<file path="src/rtl/ppu_pkg.sv">
// =========================================================
// N64 video front end definitions
// =========================================================

`default_nettype none

package ppu_pkg;

  // =========================================================
  // Widths and plain types
  // =========================================================
  localparam int COLOR_W_I = 7;
  localparam int COLOR_W_O = 8;

  typedef logic [COLOR_W_I-1:0] color_i_t;
  typedef logic [COLOR_W_O-1:0] color_o_t;
  typedef logic [9:0]           line_cnt_t;
  typedef logic [9:0]           pix_cnt_t;
  typedef logic [4:0]           shift_t;

  // Field length above this is a 50 Hz source
  localparam int PAL_LINE_THRESH = 290;

  // Data-enable window, origin before shift
  localparam int H_START_BASE = 16;
  localparam int V_START_BASE = 8;
  localparam int H_ACTIVE     = 640;
  localparam int V_ACTIVE     = 240;

  // Sync byte layout on VD[3:0], all active low
  localparam int SY_VSYNC_BIT = 3;
  localparam int SY_CLAMP_BIT = 2;
  localparam int SY_HSYNC_BIT = 1;
  localparam int SY_CSYNC_BIT = 0;

  // =========================================================
  // Enums
  // =========================================================
  typedef enum logic [1:0] {
    PH_SYNC, PH_RED, PH_GREEN, PH_BLUE
  } demux_phase_t;

  // TGT_LOWRES covers 240p and 288p
  typedef enum logic [2:0] {
    TGT_LOWRES, TGT_480P576P, TGT_720P, TGT_960P,
    TGT_1080P, TGT_1200P, TGT_1440P, TGT_1440WP
  } res_target_t;

  typedef enum logic [4:0] {
    VM_240P60, VM_480P60, VM_VGAP60, VM_720P60, VM_960P60,
    VM_1080P60, VM_1200P60, VM_1440P60, VM_1440WP60,
    VM_288P50, VM_576P50, VM_720P50, VM_960P50,
    VM_1080P50, VM_1200P50, VM_1440P50, VM_1440WP50
  } vmode_t;

  // =========================================================
  // Bundles
  // =========================================================
  typedef struct packed {
    logic palmode;
    logic n64_480i;
  } vinfo_t;

  // Same order as the bus bits
  typedef struct packed {
    logic nvsync;
    logic nclamp;
    logic nhsync;
    logic ncsync;
  } sync_t;

  typedef struct packed {
    sync_t    sync;
    color_i_t red;
    color_i_t green;
    color_i_t blue;
  } pixel_t;

  typedef struct packed {
    res_target_t target_res;
    logic        use_vga_480p;
    logic        force60;
    logic        force50;
    logic        llm;
    logic        n16bit_mode;
    shift_t      hshift;
    shift_t      vshift;
    logic        vsl_en;
    logic        hsl_en;
  } ppu_cfg_t;

  // Top bit is spare and reads 0
  typedef struct packed {
    logic   rsvd;
    logic   input_pal;
    logic   input_480i;
    vmode_t vmode;
    logic   vsl_en;
    logic   hsl_en;
    logic   color_16bit;
    logic   llm;
  } ppu_state_t;

endpackage

`default_nettype wire
</file>
<file path="src/rtl/n64_ppu_top.sv">
// =========================================================
// N64 video front end top
// =========================================================

`timescale 1ns/1ns
`default_nettype none

module n64_ppu_top (
  input  logic                            N64_CLK_i,
  input  logic                            rst_i,
  input  logic                            nVDSYNC_i,
  input  ppu_pkg::color_i_t               VD_i,
  input  ppu_pkg::ppu_cfg_t               cfg_i,
  output logic                            VSYNC_o,
  output logic                            HSYNC_o,
  output logic                            DE_o,
  output logic [3*ppu_pkg::COLOR_W_O-1:0] VD_o,
  output ppu_pkg::ppu_state_t             ppu_state_o
);

  import ppu_pkg::*;

  sync_t  sync_w;
  vinfo_t vinfo_w;
  pixel_t pixel_w;
  logic   pix_valid_w;
  logic   n16bit_mode_w;
  shift_t hshift_w;
  shift_t vshift_w;

  // Low nibble of the bus is the sync byte on nVDSYNC clocks
  assign sync_w = VD_i[3:0];

  n64_vinfo n64_vinfo_inst (
    .N64_CLK_i (N64_CLK_i),
    .rst_i     (rst_i),
    .nVDSYNC_i (nVDSYNC_i),
    .sync_i    (sync_w),
    .vinfo_o   (vinfo_w)
  );

  n64_vdemux n64_vdemux_inst (
    .N64_CLK_i     (N64_CLK_i),
    .rst_i         (rst_i),
    .nVDSYNC_i     (nVDSYNC_i),
    .VD_i          (VD_i),
    .n16bit_mode_i (n16bit_mode_w),
    .pixel_o       (pixel_w),
    .pix_valid_o   (pix_valid_w)
  );

  video_window video_window_inst (
    .N64_CLK_i   (N64_CLK_i),
    .rst_i       (rst_i),
    .pixel_i     (pixel_w),
    .pix_valid_i (pix_valid_w),
    .hshift_i    (hshift_w),
    .vshift_i    (vshift_w),
    .VSYNC_o     (VSYNC_o),
    .HSYNC_o     (HSYNC_o),
    .DE_o        (DE_o),
    .VD_o        (VD_o)
  );

  vmode_select vmode_select_inst (
    .N64_CLK_i     (N64_CLK_i),
    .rst_i         (rst_i),
    .cfg_i         (cfg_i),
    .vinfo_i       (vinfo_w),
    .n16bit_mode_o (n16bit_mode_w),
    .hshift_o      (hshift_w),
    .vshift_o      (vshift_w),
    .ppu_state_o   (ppu_state_o)
  );

endmodule

`default_nettype wire

</file>
<file path="src/rtl/vmode_select.sv">
// =========================================================
// Output video mode decode
// =========================================================

`timescale 1ns/1ns
`default_nettype none

module vmode_select (
  input  logic                N64_CLK_i,
  input  logic                rst_i,
  input  ppu_pkg::ppu_cfg_t   cfg_i,
  input  ppu_pkg::vinfo_t     vinfo_i,
  output logic                n16bit_mode_o,
  output ppu_pkg::shift_t     hshift_o,
  output ppu_pkg::shift_t     vshift_o,
  output ppu_pkg::ppu_state_t ppu_state_o
);

  import ppu_pkg::*;

  vmode_t ntsc_mode;
  vmode_t pal_mode;
  vmode_t vmode_next;
  logic   lowres;
  logic   force_ok;
  logic   use_pal;

  // =========================================================
  // Mode tables
  // =========================================================
  always_comb begin
    case (cfg_i.target_res)
      TGT_LOWRES:   ntsc_mode = VM_240P60;
      TGT_480P576P: ntsc_mode = cfg_i.use_vga_480p ? VM_VGAP60 : VM_480P60;
      TGT_720P:     ntsc_mode = VM_720P60;
      TGT_960P:     ntsc_mode = VM_960P60;
      TGT_1080P:    ntsc_mode = VM_1080P60;
      TGT_1200P:    ntsc_mode = VM_1200P60;
      TGT_1440P:    ntsc_mode = VM_1440P60;
      default:      ntsc_mode = VM_1440WP60;
    endcase
  end

  always_comb begin
    case (cfg_i.target_res)
      TGT_LOWRES:   pal_mode = VM_288P50;
      TGT_480P576P: pal_mode = VM_576P50;
      TGT_720P:     pal_mode = VM_720P50;
      TGT_960P:     pal_mode = VM_960P50;
      TGT_1080P:    pal_mode = VM_1080P50;
      TGT_1200P:    pal_mode = VM_1200P50;
      TGT_1440P:    pal_mode = VM_1440P50;
      default:      pal_mode = VM_1440WP50;
    endcase
  end

  assign lowres = cfg_i.target_res == TGT_LOWRES;

  // No frame rate forcing in low latency mode or at native resolution
  assign force_ok = !cfg_i.llm && !lowres;

  always_comb begin
    if (force_ok && cfg_i.force60) begin
      use_pal = 1'b0;
    end else if (force_ok && cfg_i.force50) begin
      use_pal = 1'b1;
    end else begin
      use_pal = vinfo_i.palmode;
    end
  end

  assign vmode_next = use_pal ? pal_mode : ntsc_mode;

  // =========================================================
  // State register
  // =========================================================
  always_ff @(posedge N64_CLK_i) begin
    if (rst_i) begin
      n16bit_mode_o <= 1'b0;
      hshift_o      <= '0;
      vshift_o      <= '0;
      ppu_state_o   <= '0;
      ppu_state_o.vmode <= VM_480P60;
    end else begin
      n16bit_mode_o <= cfg_i.n16bit_mode;
      hshift_o      <= cfg_i.hshift;
      vshift_o      <= cfg_i.vshift;

      ppu_state_o.rsvd        <= 1'b0;
      ppu_state_o.input_pal   <= vinfo_i.palmode;
      ppu_state_o.input_480i  <= vinfo_i.n64_480i;
      ppu_state_o.vmode       <= vmode_next;
      // Scanlines are meaningless at 240p/288p
      ppu_state_o.vsl_en      <= cfg_i.vsl_en && !lowres;
      ppu_state_o.hsl_en      <= cfg_i.hsl_en && !lowres;
      ppu_state_o.color_16bit <= cfg_i.n16bit_mode;
      ppu_state_o.llm         <= cfg_i.llm;
    end
  end

endmodule

`default_nettype wire

</file>
<file path="src/rtl/video_window.sv">
// =========================================================
// Output window and colour expansion
// =========================================================

`timescale 1ns/1ns
`default_nettype none

module video_window (
  input  logic                            N64_CLK_i,
  input  logic                            rst_i,
  input  ppu_pkg::pixel_t                 pixel_i,
  input  logic                            pix_valid_i,
  input  ppu_pkg::shift_t                 hshift_i,
  input  ppu_pkg::shift_t                 vshift_i,
  output logic                            VSYNC_o,
  output logic                            HSYNC_o,
  output logic                            DE_o,
  output logic [3*ppu_pkg::COLOR_W_O-1:0] VD_o
);

  import ppu_pkg::*;

  logic      nhsync_q;
  logic      nvsync_q;
  logic      hsync_fall;
  logic      vsync_fall;
  pix_cnt_t  h_cnt_q;
  pix_cnt_t  h_idx;
  pix_cnt_t  h_start;
  pix_cnt_t  h_end;
  line_cnt_t v_cnt_q;
  line_cnt_t v_idx;
  line_cnt_t v_start;
  line_cnt_t v_end;
  logic      de_next;

  // 7 to 8 bits by repeating the MSB
  function automatic color_o_t expand(input color_i_t c);
    return {c, c[COLOR_W_I-1]};
  endfunction

  assign hsync_fall = nhsync_q && !pixel_i.sync.nhsync;
  assign vsync_fall = nvsync_q && !pixel_i.sync.nvsync;

  // Index of the pixel now on the input, counters saturate
  always_comb begin
    if (hsync_fall) begin
      h_idx = '0;
    end else if (h_cnt_q == '1) begin
      h_idx = h_cnt_q;
    end else begin
      h_idx = h_cnt_q + 1'b1;
    end

    if (vsync_fall) begin
      v_idx = '0;
    end else if (hsync_fall && v_cnt_q != '1) begin
      v_idx = v_cnt_q + 1'b1;
    end else begin
      v_idx = v_cnt_q;
    end
  end

  assign h_start = pix_cnt_t'(H_START_BASE) + pix_cnt_t'(hshift_i);
  assign h_end   = h_start + pix_cnt_t'(H_ACTIVE);
  assign v_start = line_cnt_t'(V_START_BASE) + line_cnt_t'(vshift_i);
  assign v_end   = v_start + line_cnt_t'(V_ACTIVE);

  assign de_next = (h_idx >= h_start) && (h_idx < h_end) &&
                   (v_idx >= v_start) && (v_idx < v_end);

  // Counters and sync levels move only on pixel strobes
  always_ff @(posedge N64_CLK_i) begin
    if (rst_i) begin
      nhsync_q <= 1'b1;
      nvsync_q <= 1'b1;
      h_cnt_q  <= '0;
      v_cnt_q  <= '0;
      DE_o     <= 1'b0;
      HSYNC_o  <= 1'b1;
      VSYNC_o  <= 1'b1;
    end else if (pix_valid_i) begin
      nhsync_q <= pixel_i.sync.nhsync;
      nvsync_q <= pixel_i.sync.nvsync;
      h_cnt_q  <= h_idx;
      v_cnt_q  <= v_idx;
      DE_o     <= de_next;
      HSYNC_o  <= pixel_i.sync.nhsync;
      VSYNC_o  <= pixel_i.sync.nvsync;
    end
  end

  always_ff @(posedge N64_CLK_i) begin
    if (pix_valid_i) begin
      VD_o <= {expand(pixel_i.red), expand(pixel_i.green), expand(pixel_i.blue)};
    end
  end

endmodule

`default_nettype wire

</file>
<file path="src/rtl/n64_vdemux.sv">
// =========================================================
// N64 video bus demultiplexer
// =========================================================

`timescale 1ns/1ns
`default_nettype none

module n64_vdemux (
  input  logic              N64_CLK_i,
  input  logic              rst_i,
  input  logic              nVDSYNC_i,
  input  ppu_pkg::color_i_t VD_i,
  input  logic              n16bit_mode_i,
  output ppu_pkg::pixel_t   pixel_o,
  output logic              pix_valid_o
);

  import ppu_pkg::*;

  // Phase names the byte expected on the current clock
  demux_phase_t phase_q;
  sync_t        sync_q;
  color_i_t     red_q;
  color_i_t     green_q;
  color_i_t     vd_masked;

  // 16-bit colour keeps only the five upper bits
  assign vd_masked = n16bit_mode_i ? {VD_i[COLOR_W_I-1:2], 2'b00} : VD_i;

  // =========================================================
  // Phase FSM
  // =========================================================
  always_ff @(posedge N64_CLK_i) begin
    if (rst_i) begin
      phase_q     <= PH_SYNC;
      pix_valid_o <= 1'b0;
    end else begin
      pix_valid_o <= 1'b0;
      if (!nVDSYNC_i) begin
        // Sync byte, realign whatever the phase was
        phase_q <= PH_RED;
      end else begin
        case (phase_q)
          PH_RED:   phase_q <= PH_GREEN;
          PH_GREEN: phase_q <= PH_BLUE;
          PH_BLUE: begin
            phase_q     <= PH_SYNC;
            pix_valid_o <= 1'b1;
          end
          default:  phase_q <= PH_SYNC;
        endcase
      end
    end
  end

  // =========================================================
  // Byte capture
  // =========================================================
  always_ff @(posedge N64_CLK_i) begin
    if (!nVDSYNC_i) begin
      sync_q.nvsync <= VD_i[SY_VSYNC_BIT];
      sync_q.nclamp <= VD_i[SY_CLAMP_BIT];
      sync_q.nhsync <= VD_i[SY_HSYNC_BIT];
      sync_q.ncsync <= VD_i[SY_CSYNC_BIT];
    end else if (phase_q == PH_RED) begin
      red_q <= vd_masked;
    end else if (phase_q == PH_GREEN) begin
      green_q <= vd_masked;
    end else if (phase_q == PH_BLUE) begin
      // Blue goes straight into the output pixel
      pixel_o.sync  <= sync_q;
      pixel_o.red   <= red_q;
      pixel_o.green <= green_q;
      pixel_o.blue  <= vd_masked;
    end
  end

  // =========================================================
  // Checks
  // =========================================================

  // One strobe per four-clock pixel
  a_valid_single: assert property (
    @(posedge N64_CLK_i) disable iff (rst_i)
    pix_valid_o |=> !pix_valid_o
  );

  // A sync byte always starts a new pixel
  a_sync_restart: assert property (
    @(posedge N64_CLK_i) disable iff (rst_i)
    !nVDSYNC_i |=> (phase_q != PH_SYNC)
  );

endmodule

`default_nettype wire

</file>
<file path="src/rtl/n64_vinfo.sv">
// =========================================================
// N64 PAL and 480i detection
// =========================================================

`timescale 1ns/1ns
`default_nettype none

module n64_vinfo (
  input  logic            N64_CLK_i,
  input  logic            rst_i,
  input  logic            nVDSYNC_i,
  input  ppu_pkg::sync_t  sync_i,
  output ppu_pkg::vinfo_t vinfo_o
);

  import ppu_pkg::*;

  // Sync levels of the previous sync byte
  logic      nvsync_q;
  logic      nhsync_q;
  logic      vsync_fall;
  logic      hsync_fall;
  line_cnt_t line_cnt_q;
  line_cnt_t prev_cnt_q;

  // Edges are only seen on sync byte clocks
  assign vsync_fall = !nVDSYNC_i && nvsync_q && !sync_i.nvsync;
  assign hsync_fall = !nVDSYNC_i && nhsync_q && !sync_i.nhsync;

  always_ff @(posedge N64_CLK_i) begin
    if (rst_i) begin
      nvsync_q   <= 1'b1;
      nhsync_q   <= 1'b1;
      line_cnt_q <= '0;
      prev_cnt_q <= '0;
      vinfo_o    <= '0;
    end else begin
      if (!nVDSYNC_i) begin
        nvsync_q <= sync_i.nvsync;
        nhsync_q <= sync_i.nhsync;
      end

      if (vsync_fall) begin
        // Field finished, judge its length
        vinfo_o.palmode  <= line_cnt_q > line_cnt_t'(PAL_LINE_THRESH);
        // Odd and even fields differ by one line in 480i
        vinfo_o.n64_480i <= line_cnt_q != prev_cnt_q;
        prev_cnt_q       <= line_cnt_q;
        // An HSYNC fall on the VSYNC byte opens line 1 of the new field
        line_cnt_q       <= hsync_fall ? line_cnt_t'(1) : '0;
      end else if (hsync_fall && line_cnt_q != '1) begin
        line_cnt_q <= line_cnt_q + 1'b1;
      end
    end
  end

  // =========================================================
  // Checks
  // =========================================================

  // Interlace flag only moves right after a field boundary
  a_480i_on_vsync: assert property (
    @(posedge N64_CLK_i) disable iff (rst_i)
    (vinfo_o.n64_480i != $past(vinfo_o.n64_480i)) |-> $past(vsync_fall)
  );

endmodule

`default_nettype wire

</file>
<file path="config.mk">
export PLATFORM = sky130hd
export DESIGN_NAME = n64_ppu_top
export DESIGN_NICKNAME = d
export VERILOG_FILES = /design/src/rtl/ppu_pkg.sv /design/src/rtl/n64_ppu_top.sv /design/src/rtl/vmode_select.sv /design/src/rtl/video_window.sv /design/src/rtl/n64_vdemux.sv /design/src/rtl/n64_vinfo.sv
export SDC_FILE = /design/constraint.sdc
export NUM_CORES = 1
export LEC_CHECK = 0
export BUFFER_PORTS_ARGS = -buffer_cell sky130_fd_sc_hd__buf_4
export CAP_MARGIN = 20
export CORE_MARGIN = 2
export CORE_UTILIZATION = 58
export DETAILED_ROUTE_END_ITERATION = 10
export PLACE_DENSITY = 0.86
export SYNTH_ARGS = -nofsm -noshare
export SYNTH_HDL_FRONTEND = slang
export SYNTH_SLANG_ARGS = --single-unit
</file>
<file path="constraint.sdc">
create_clock -name N64_CLK_i -period 3.8 [get_ports N64_CLK_i]
set_input_delay 0 -clock N64_CLK_i [delete_from_list [all_inputs] [get_ports N64_CLK_i]]
set_output_delay 0 -clock N64_CLK_i [all_outputs]
set_load 0.01 [all_outputs]
</file>
==> summary.md, run 1 <==
| Metric | Value |
|---|---|
| Wirelength per Cell | `16.0 um` |
| Status | `finished clean` |
| Routed Antenna Nets | `0` |
| Root Driver | `clkbuf_8` |
| Post-Route WL | `12,300 um` |
| Die W | `103 um` |
| Layout fillers | `588` |
| Area Growth Syn to Fin | `27.1%` |
| Initial antenna violation count | `2` |
| Max Cap Violations | `0` |
| Post-synth EDFFs | `60` |
| Max clock buf depth | `2` |
| DRC | `0` |
| Layout Nets | `678` |
| Kind of critical path | `reg2reg` |
| First-pass GRT wire length | `20,100 um` |
| RR Endpoint | `video_window_inst.DE_o$_SDFFE_PP0P_` |
| Worst r2r src | `video_window_inst.v_cnt_q[0]$_SDFFE_PP0P_` |
| Worst slack at placement | `0.470 ns` |
| Most common cell after layout, fill and taps aside | `dfxtp_1` |
| Crit share post-route | `89.3%` |
| Count of pins over their slew limit | `0` |
| Postcts setup bufs | `0` |
| Slew headroom | `28.7%` |
| Yosys reg bits | `131` |
| GPL Wtd Cong | `0.898` |
| Worst Skew | `0.00775 ns` |
| Mux cell area share after synthesis | `2.28%` |
| CP max FO | `8` |
| Setup ws final | `0.405 ns` |
| Number of library cell types mapped by synthesis | `57` |
| Critical Path Sink | `video_window_inst.DE_o$_SDFFE_PP0P_` |
| Number of core rows | `36` |
| Ratio of cells with drive above 1 in the final layout | `18.5%` |
| IO Pins | `69` |
| Port Buffers | `67` |
| Cts bufs inserted | `17` |
| Synth Area in Adders | `5.91%` |
| Post-Syn Area | `0.00571 mm2` |
| R2R Setup Slk | `0.41 ns` |
| Warnings from Yosys | `0` |
| Syn nets | `579` |
| 1st-pass router iterations | `6` |
| Die ar. | `0.0107 mm2` |
| Die height | `103 um` |
| Iteration-0 DRC Markers | `185` |
| Crit path DAT | `3.81 ns` |
| Post-synth top area cell | `edfxtp_1` |
| Area contributors post-synth | `edfxtp_1, dfxtp_1, ha_1, xor2_1, nor2_1` |
| Core Region | `0.00968 mm2` |
| Max Freq | `295 MHz` |
| Data required, critical path | `4.21 ns` |
| Vias per cell | `5.47` |
| Largest net degree at the start of global routing | `64` |
| Final hold vios | `0` |
| Class of the worst hold path | `in2reg` |
| Crit path time final | `3.39 ns` |
| GRT overflow | `0` |
| Worst-path clk slew | `0.06 ns` |
| Leading cell types in the layout, fill and taps excluded | `dfxtp_1, buf_4, edfxtp_1, nor2_1, nand2_1` |
| Post-synthesis xor/xnor area fraction | `4.45%` |
| Synth Flop Type | `dfxtp_1` |
| Vias | `4,209` |
| Initial core utilization | `59.0%` |
| Largest family of logic cells by synthesized area | `simple AND/OR/NAND/NOR gates` |
| Final setup viols | `0` |
| CTS tree | `built` |
| Tot GR Track Use | `24.6%` |
| Measured slew at the worst slew-check pin | `1.07 ns` |
| Setup TNS Final | `0 ns` |
| Simple-Gate Fraction of Synth Area | `17.3%` |
| Detail Placement HPWL | `7620 um` |
| Peak supply drop | `0.000361 V` |
| Synth top area share | `31.5%` |
| WHS | `0.155 ns` |
| RSZ-0062 raised after global routing | `false` |
| Leak Pwr | `2.83 nW` |
| FFs w/ async S/R, synth | `0%` |
| Post-Syn Area per Cell | `10.9 um2` |
| # H-tree levels | `4` |
| Post-synthesis compound-gate area fraction | `9.68%` |
| Vias in the first global route | `4,275` |
| Power per cell area | `462 mW/mm2` |
| Syn Inst Count | `522` |
| Critical path launch point type | `flop` |
| Skew-Pair Late Insertion Delay | `0.51 ns` |
| Sequential-to-total area share from yosys stat | `56.4%` |
| Sink Count | `131` |
| CP endpoint kind | `flop` |
| Worst setup path start | `video_window_inst.v_cnt_q[0]$_SDFFE_PP0P_` |
| Worst Reg2Reg Path Length in Cells | `12` |
worst max-delay path, stage by stage, from the launching register on:
cell and delay (ns):
dfxtp_1 0.38, ha_1 0.33, and4_1 0.30, a31oi_4 0.31
nand4_1 0.24, xor2_1 0.21, nor2_1 0.09, ha_1 0.37
a21oi_1 0.19, o21a_1 0.17, a32oi_1 0.10, or4_1 0.40
a31o_1 0.21
what timing repair did:
| item | CTS | global route |
|---|---|---|
| hold buffers | 38 | 0 |
| endpoints found under the hold margin | 73 | 0 |
| gates resized for setup | 0 | 0 |
layout make-up:
| cell class | instances | area (um2) | area share, % |
|---|---|---|---|
| Antenna cell | 2 | 5.00 | 0.0689 |
| Inverter | 23 | 86.3 | 1.19 |
| Clock buffer | 19 | 432 | 5.94 |
| Clock inverter | 13 | 184 | 2.53 |
| Tap cell | 133 | 166 | 2.29 |
| Timing Repair Buffer | 107 | 896 | 12.3 |
| Multi-Input combinational cell | 341 | 2270 | 31.2 |
| Sequential cell | 131 | 3220 | 44.4 |
how the worst min path moves through the flow:
stage	from	endpoint	slack (ns)	depth (start not counted)
2_1_floorplan	VD_i[2]	n64_vdemux_inst.green_q[2]$_DFFE_PP_	0.1	0
3_3_place_gp	VD_i[6]	n64_vdemux_inst.pixel_o[6]$_DFFE_PP_	0.20	1
3_5_place_dp	VD_i[5]	n64_vdemux_inst.pixel_o[5]$_DFFE_PP_	0.20	1
4_1_cts	cfg_i[14]	vmode_select_inst.ppu_state_o[7]$_SDFF_PP0_	0.05	5
5_1_grt	cfg_i[14]	vmode_select_inst.ppu_state_o[7]$_SDFF_PP0_	0.20	5
6_report	cfg_i[14]	vmode_select_inst.ppu_state_o[7]$_SDFF_PP0_	0.15	5
cells by family (layout without fill, tap and decap cells):
kind of cell	after synthesis	after routing
AND/OR/NAND/NOR	192	192
XOR/XNOR	29	29
AO/OA/AOI/OAI	79	79
other	1	3
flip-flops	131	131
buffers and inverters	50	162
multiplexers	13	13
adder cells (fa/ha/maj)	27	27
power breakdown:
| group | total, W | leakage [nW] | switching [W] | internal (W) |
|---|---|---|---|---|
| sequential | 0.00151 | 1.12 | 0.0000145 | 0.00150 |
| combinational | 0.000168 | 1.41 | 0.0000805 | 0.0000880 |
| clock | 0.00168 | 0.294 | 0.000596 | 0.00108 |
| total | 0.00336 | 2.83 | 0.000691 | 0.00266 |
stage by stage:
step / cell area [um2] / power [W] / utilization, % / instances
2_1_floorplan: 5710 / 0.00161 / - / 522
3_5_place_dp: 6260 / 0.00167 / 64.6 / 696
3_3_place_gp: 6260 / 0.00166 / 64.6 / 696
4_1_cts: 7250 / 0.00337 / 74.9 / 766
6_report: 7260 / 0.00336 / 75.0 / 769
5_1_grt: 7260 / 0.00346 / 75.0 / 769
flip-flops by register name, indices dropped and copies added (netlist names), 2 cells and up:
name	cells
video_window_inst.h_cnt_q	10
n64_vinfo_inst.prev_cnt_q	10
n64_vdemux_inst.phase_q	2
n64_vinfo_inst.vinfo_o	2
n64_vdemux_inst.pixel_o	23
n64_vinfo_inst.line_cnt_q	10
video_window_inst.VD_o	21
n64_vdemux_inst.green_q	7
n64_vdemux_inst.sync_q	2
vmode_select_inst.ppu_state_o	11
vmode_select_inst.hshift_o	5
vmode_select_inst.vshift_o	5
n64_vdemux_inst.red_q	7
video_window_inst.v_cnt_q	10
synth_stat cells, types with 5 or more instances:
cell,count
nor2_1,50
dfxtp_1,71
xor2_1,22
nor3b_1,5
clkbuf_1,17
a211oi_1,10
o21ai_0,8
xnor2_1,7
nand4_1,10
a211o_1,5
edfxtp_1,60
nor4_1,6
nand3_1,7
nand2b_1,6
inv_1,23
a21oi_1,27
buf_4,7
or3_1,5
mux2i_1,13
a31oi_1,6
nand2_1,44
nor2b_1,23
nor3_1,12
ha_1,27
routing by layer:
layer  up-vias  track usage [%]  part of all wire (%)
met4         0             7.09                   1.3
met2       123             44.3                    52
met5         -                0                     0
met1      2022             28.7                    41
met3        18             7.06                   5.4
li1       2046                -                     -
Note: power is estimated with default switching activity, not from simulation.
==> run 2: changes to the inputs <==
- CORE_UTILIZATION: 58 -> 60
- CTS_BUF_LIST: not set -> sky130_fd_sc_hd__clkbuf_4 sky130_fd_sc_hd__clkbuf_8
- MAX_ROUTING_LAYER: not set -> met4
- PLACE_DENSITY: 0.86 -> 0.88
==> summary.md, run 2 (synthesized netlist as in run 1, its figures left out) <==
| Metric | Value |
|---|---|
| Class of the worst hold path | `in2reg` |
| 1st-pass router iterations | `6 (unchanged)` |
| Worst-path clk slew | `0.08 ns (+0.02 ns)` |
| Sink Count | `131 (unchanged)` |
| Ratio of cells with drive above 1 in the final layout | `18.9% (+0.46 points)` |
| Layout fillers | `560 (-4.8%)` |
| Initial antenna violation count | `0 (-2)` |
| Worst slack at placement | `0.587 ns (+0.117 ns)` |
| Max Cap Violations | `0 (unchanged)` |
| Tot GR Track Use | `25.2% (+0.54 points)` |
| RSZ-0062 raised after global routing | `false` |
| Placed instance area | `0.00625 mm2 (about the same)` |
| DRC | `0 (unchanged)` |
| Kind of critical path | `reg2reg` |
| Number of core rows | `35 (-2.8%)` |
| Comb pwr share | `5.7% (+0.7 points)` |
| Data required, critical path | `4.12 ns (-0.09 ns)` |
| Port Buffers | `67 (unchanged)` |
| Skew-Pair Late Insertion Delay | `0.43 ns (-0.08 ns)` |
| Power share of the clock group | `41.5% (-8.5 points)` |
| Root Driver | `clkbuf_8` |
| Max Freq | `300 MHz (+2.0%)` |
| GPL Wtd Cong | `0.938 (+4.4%)` |
| Routed Antenna Nets | `0 (unchanged)` |
| Crit share post-route | `87.6% (-1.7 points)` |
| Multi-input combinational cell area | `0.00226 mm2 (-0.22%)` |
| Fin util | `75.6% (+0.64 points)` |
| Sw Pwr | `0.000679 W (-1.8%)` |
| Vias | `4,228 (+0.45%)` |
| Slew headroom | `45.7% (+17 points)` |
| Core Region | `0.00924 mm2 (-4.6%)` |
| Vias per cell | `5.58 (+1.9%)` |
| Final setup viols | `0 (unchanged)` |
| Die height | `102 um (-1.6%)` |
| Die W | `102 um (-1.6%)` |
| Largest net degree at the start of global routing | `64 (unchanged)` |
| Reg with most FFs | `n64_vdemux_inst.pixel_o` |
| Measured slew at the worst slew-check pin | `0.813 ns (-0.257 ns)` |
| Leading cell types in the layout, fill and taps excluded | `dfxtp_1, buf_4, edfxtp_1, nor2_1, nand2_1` |
| Switching share of power | `23.8% (+3.2 points)` |
| Wirelength per Cell | `16.0 um (+0.32%)` |
| Setup ws final | `0.471 ns (+0.0659 ns)` |
| Reg area | `0.00322 mm2 (unchanged)` |
| Crit path DAT | `3.65 ns (-0.16 ns)` |
| # H-tree levels | `4 (unchanged)` |
| Most common cell after layout, fill and taps aside | `dfxtp_1` |
| Leak Pwr | `2.70 nW (-4.4%)` |
| Max FFs per register | `23 (unchanged)` |
| Layout Nets | `673 (-0.74%)` |
| Iteration-0 DRC Markers | `259 (+40%)` |
| Top Registers | `n64_vdemux_inst.pixel_o: 23 flops, video_window_inst.VD_o: 21 flops, vmode_select_inst.ppu_state_o: 11 flops` |
| Total power | `0.00285 W (-15%)` |
| Fin area | `0.00699 mm2 (-3.8%)` |
| CTS tree | `built` |
| IO Pins | `69 (unchanged)` |
| Seq pwr share | `52.8% (+7.8 points)` |
| CP endpoint kind | `flop` |
| Count of pins over their slew limit | `0 (unchanged)` |
| Max clock buf depth | `2 (unchanged)` |
| Cts bufs inserted | `17 (unchanged)` |
| Power per cell area | `408 mW/mm2 (-12%)` |
| Critical path launch point type | `flop` |
| Peak supply drop | `0.000297 V (-18%)` |
| Vias in the first global route | `4,125 (-3.5%)` |
| Setup TNS Final | `0 ns (unchanged)` |
| Die ar. | `0.0103 mm2 (-3.2%)` |
| Detail Placement HPWL | `7500 um (-1.5%)` |
| Antenna diode count | `0 (-2)` |
| Worst Skew | `0.0170 ns (+0.00923 ns)` |
| Area Growth Syn to Fin | `22.3%` |
| Post-Route WL | `12,100 um (-1.1%)` |
| CP max FO | `8 (unchanged)` |
| Final hold vios | `0 (unchanged)` |
| First-pass GRT wire length | `19,300 um (-3.9%)` |
| Internal power | `0.00217 W (-18%)` |
| Postcts setup bufs | `0 (unchanged)` |
| Status | `finished clean` |
| GRT overflow | `0 (unchanged)` |
| Crit path time final | `3.33 ns (-0.0659 ns)` |
| Initial core utilization | `61.8% (+2.8 points)` |
run 2: cell types whose count changed in the layout (fill, tap and decap cells not counted), sizes merged:
cell | before | now
inv | 23 | 30
dlygate4sd3 | 38 | 31
clkbuf | 19 | 18
buf | 69 | 70
clkinv | 6 | 3
bufinv | 4 | 2
diode | 2 | 0
run 2: repair_timing:
item	4_1_cts	5_1_grt
hold buffers	31	0
endpoints found under the setup margin	0	0
gates resized for setup	0	0
endpoints found under the hold margin	45	0
run 2: final cells by class:
| cell class | count | area share (%) |
|---|---|---|
| inverter | 23 | 1.24 |
| sequential | 131 | 46.1 |
| tap | 129 | 2.31 |
| clock inverter | 15 | 2.43 |
| multi-input combinational | 341 | 32.4 |
| clock buffer | 17 | 3.35 |
| timing repair buffer | 102 | 12.1 |
run 2: worst paths after layout:
path / slack, ns / to / cells after the start / start
setup / recovery: 0.47 / video_window_inst.DE_o$_SDFFE_PP0P_ / 12 / video_window_inst.v_cnt_q[0]$_SDFFE_PP0P_
hold / removal: 0.08 / vmode_select_inst.vshift_o[4]$_SDFF_PP0_ / 2 / rst_i
setup reg to reg: 0.47 / video_window_inst.DE_o$_SDFFE_PP0P_ / 12 / video_window_inst.v_cnt_q[0]$_SDFFE_PP0P_
hold reg to reg: 0.42 / video_window_inst.VD_o[14]$_DFFE_PP_ / 0 / n64_vdemux_inst.pixel_o[12]$_DFFE_PP_
run 2: critical path, stage by stage, from the launching register on:
cell,delay (ns)
dfxtp_1,0.50
ha_1,0.39
and4_1,0.36
a31oi_4,0.18
nand4_1,0.18
xor2_1,0.16
nor2_1,0.07
ha_1,0.36
a21oi_1,0.16
o21a_1,0.16
a32oi_1,0.09
or4_1,0.40
a31o_1,0.21
run 2: layer usage:
layer	vias up	track usage (%)	part of all wire (%)
li1	2031	-	-
met1	2003	27.6	40
met2	163	43.9	53
met3	31	6.00	5.2
met4	0	10.1	2.2
met5	-	-	0
run 2: power groups by stage:
stage	clock [W]	sequential, W	combinational (W)
2_1_floorplan	0	0.00154	0.0000743
3_3_place_gp	0	0.00154	0.000125
3_5_place_dp	0	0.00154	0.000131
4_1_cts	0.00119	0.00151	0.000158
5_1_grt	0.00126	0.00151	0.000179
6_report	0.00118	0.00151	0.000163
run 2: stage by stage:
stage               std cells  hold WS (ns)
finish                    758        0.0801
global route              758        0.0942
CTS                       756        0.0538
detailed placement        693         0.200
global placement          693         0.195
floorplan                 522        0.0989
==> run 3: changes to the inputs <==
- SETUP_SLACK_MARGIN: not set -> 0.5
- SKIP_LAST_GASP: not set -> 1
==> summary.md, run 3 (synthesized netlist as in run 1, its figures left out) <==
| Metric | Value |
|---|---|
| Status | `finished clean` |
| Die W | `102 um (unchanged)` |
| Layout Nets | `673 (unchanged)` |
| Root Driver | `clkbuf_8` |
| Fin area | `0.00701 mm2 (+0.29%)` |
| Initial antenna violation count | `0 (unchanged)` |
| Data required, critical path | `4.12 ns (about the same)` |
| Class of the worst hold path | `in2reg` |
| Tot GR Track Use | `25.2% (unchanged)` |
| Final non-filler cell total | `758 (unchanged)` |
| Routed Antenna Nets | `0 (unchanged)` |
| Die ar. | `0.0103 mm2 (unchanged)` |
| Final hold vios | `0 (unchanged)` |
| Top Registers | `n64_vdemux_inst.pixel_o: 23 flops, video_window_inst.VD_o: 21 flops, vmode_select_inst.ppu_state_o: 11 flops` |
| Max clock buf depth | `2 (unchanged)` |
| 1st-pass router iterations | `5 (-1)` |
| Vias per cell | `5.62 (+0.69%)` |
| Power per cell area | `408 mW/mm2 (-0.16%)` |
| DRC | `0 (unchanged)` |
| Placed Instances | `693 (unchanged)` |
| Count of pins over their slew limit | `0 (unchanged)` |
| Placed instance area | `0.00625 mm2 (unchanged)` |
| CP max FO | `8 (unchanged)` |
| Postcts setup bufs | `0 (unchanged)` |
| Critical path launch point type | `flop` |
| Max Cap Violations | `0 (unchanged)` |
| Worst-path clk slew | `0.09 ns (about the same)` |
| Crit share post-route | `82.6% (-5.0 points)` |
| CTS tree | `built` |
| Crit path time final | `3.14 ns (-0.191 ns)` |
| Final setup viols | `0 (unchanged)` |
| Antenna diode count | `0 (unchanged)` |
| Wirelength per Cell | `16.1 um (+0.43%)` |
| Detail Placement HPWL | `7500 um (unchanged)` |
| Worst Skew | `0.0183 ns (+0.00136 ns)` |
| Area Growth Syn to Fin | `22.7%` |
| Core Region | `0.00924 mm2 (unchanged)` |
| Initial core utilization | `61.8% (unchanged)` |
| Cts bufs inserted | `17 (unchanged)` |
| Port Buffers | `67 (unchanged)` |
| First-pass GRT wire length | `19,300 um (unchanged)` |
| Setup TNS Final | `0 ns (unchanged)` |
| Max Freq | `319 MHz (+6.1%)` |
| Slew headroom | `45.1% (-0.61 points)` |
| GRT overflow | `0 (unchanged)` |
| Measured slew at the worst slew-check pin | `0.822 ns (+0.00914 ns)` |
| Sink Count | `131 (unchanged)` |
| Total power | `0.00286 W (+0.13%)` |
| Reg with most FFs | `n64_vdemux_inst.pixel_o` |
| Post-Route WL | `12,200 um (+0.43%)` |
| Die height | `102 um (unchanged)` |
| Vias | `4,257 (+0.69%)` |
| Crit path DAT | `3.46 ns (-0.19 ns)` |
| Largest net degree at the start of global routing | `64 (unchanged)` |
| IO Pins | `69 (unchanged)` |
| RSZ-0062 raised after global routing | `false` |
| Leak Pwr | `2.70 nW (about the same)` |
| Max FFs per register | `23 (unchanged)` |
| Ratio of cells with drive above 1 in the final layout | `19.6% (+0.64 points)` |
| Skew-Pair Late Insertion Delay | `0.43 ns (about the same)` |
| Leading cell types in the layout, fill and taps excluded | `buf_4, dfxtp_1, edfxtp_1, nor2_1, nand2_1` |
| CP endpoint kind | `flop` |
| GPL Wtd Cong | `0.938 (unchanged)` |
| Peak supply drop | `0.000296 V (about the same)` |
| Fin util | `75.9% (+0.22 points)` |
| Kind of critical path | `reg2reg` |
| # H-tree levels | `4 (unchanged)` |
| Most common cell after layout, fill and taps aside | `buf_4` |
| Number of core rows | `35 (unchanged)` |
| Iteration-0 DRC Markers | `238 (-8.1%)` |
| Vias in the first global route | `4,125 (unchanged)` |
[run 3: layer usage]
metal	vias up	track usage [%]	routed length (um)
met5	-	-	0
met1	2027	27.6	4890
met2	177	43.9	6410
li1	2034	-	-
met3	19	6.00	664
met4	0	10.1	227
[run 3: repair_timing]
action / CTS / global route
endpoints found under the hold margin: 45 / 0
hold buffers: 31 / 0
endpoints found under the setup margin: 0 / 1
resized for setup: 0 / 6
[run 3: path summary, 6_finish.rpt]
kind	start	to	slack (ns)	depth (start not counted)
hold / removal	rst_i	video_window_inst.h_cnt_q[6]$_SDFFE_PP0P_	0.08	2
setup / recovery	video_window_inst.v_cnt_q[1]$_SDFFE_PP0P_	video_window_inst.DE_o$_SDFFE_PP0P_	0.66	12
hold reg to reg	n64_vdemux_inst.pixel_o[12]$_DFFE_PP_	video_window_inst.VD_o[14]$_DFFE_PP_	0.42	0
setup reg to reg	video_window_inst.v_cnt_q[1]$_SDFFE_PP0P_	video_window_inst.DE_o$_SDFFE_PP0P_	0.66	12
[run 3: area by class of cell]
class                           count  area [um2]
Fill cell                         558        2230
Clock buffer                       17         234
Inverter                           23        86.3
Timing Repair Buffer              102         848
Multi-Input combinational cell    341        2280
Tap cell                          129         161
Sequential cell                   131        3230
Clock inverter                     15         170
[run 3: through the flow]
stage	hold slack (ns)	worst slack (ns)
2_1_floorplan	0.0989	0.911
3_3_place_gp	0.195	0.737
3_5_place_dp	0.200	0.587
4_1_cts	0.0538	0.549
5_1_grt	0.0948	0.509
6_report	0.0800	0.662
[run 3: power by group]
group          switching, W  internal [W]
sequential        0.0000142       0.00149
clock              0.000587      0.000600
combinational     0.0000810     0.0000823
[run 3: worst max-delay path, cell delays in order (launching register included)]
cell     delay (ns)
dfxtp_1        0.40
ha_4           0.23
and4_1         0.27
a31oi_4        0.31
nand4_1        0.20
xor2_1         0.18
nor2_1         0.07
ha_1           0.36
a21oi_1        0.16
o21a_1         0.16
a32oi_1        0.09
or4_1          0.40
a31o_1         0.21
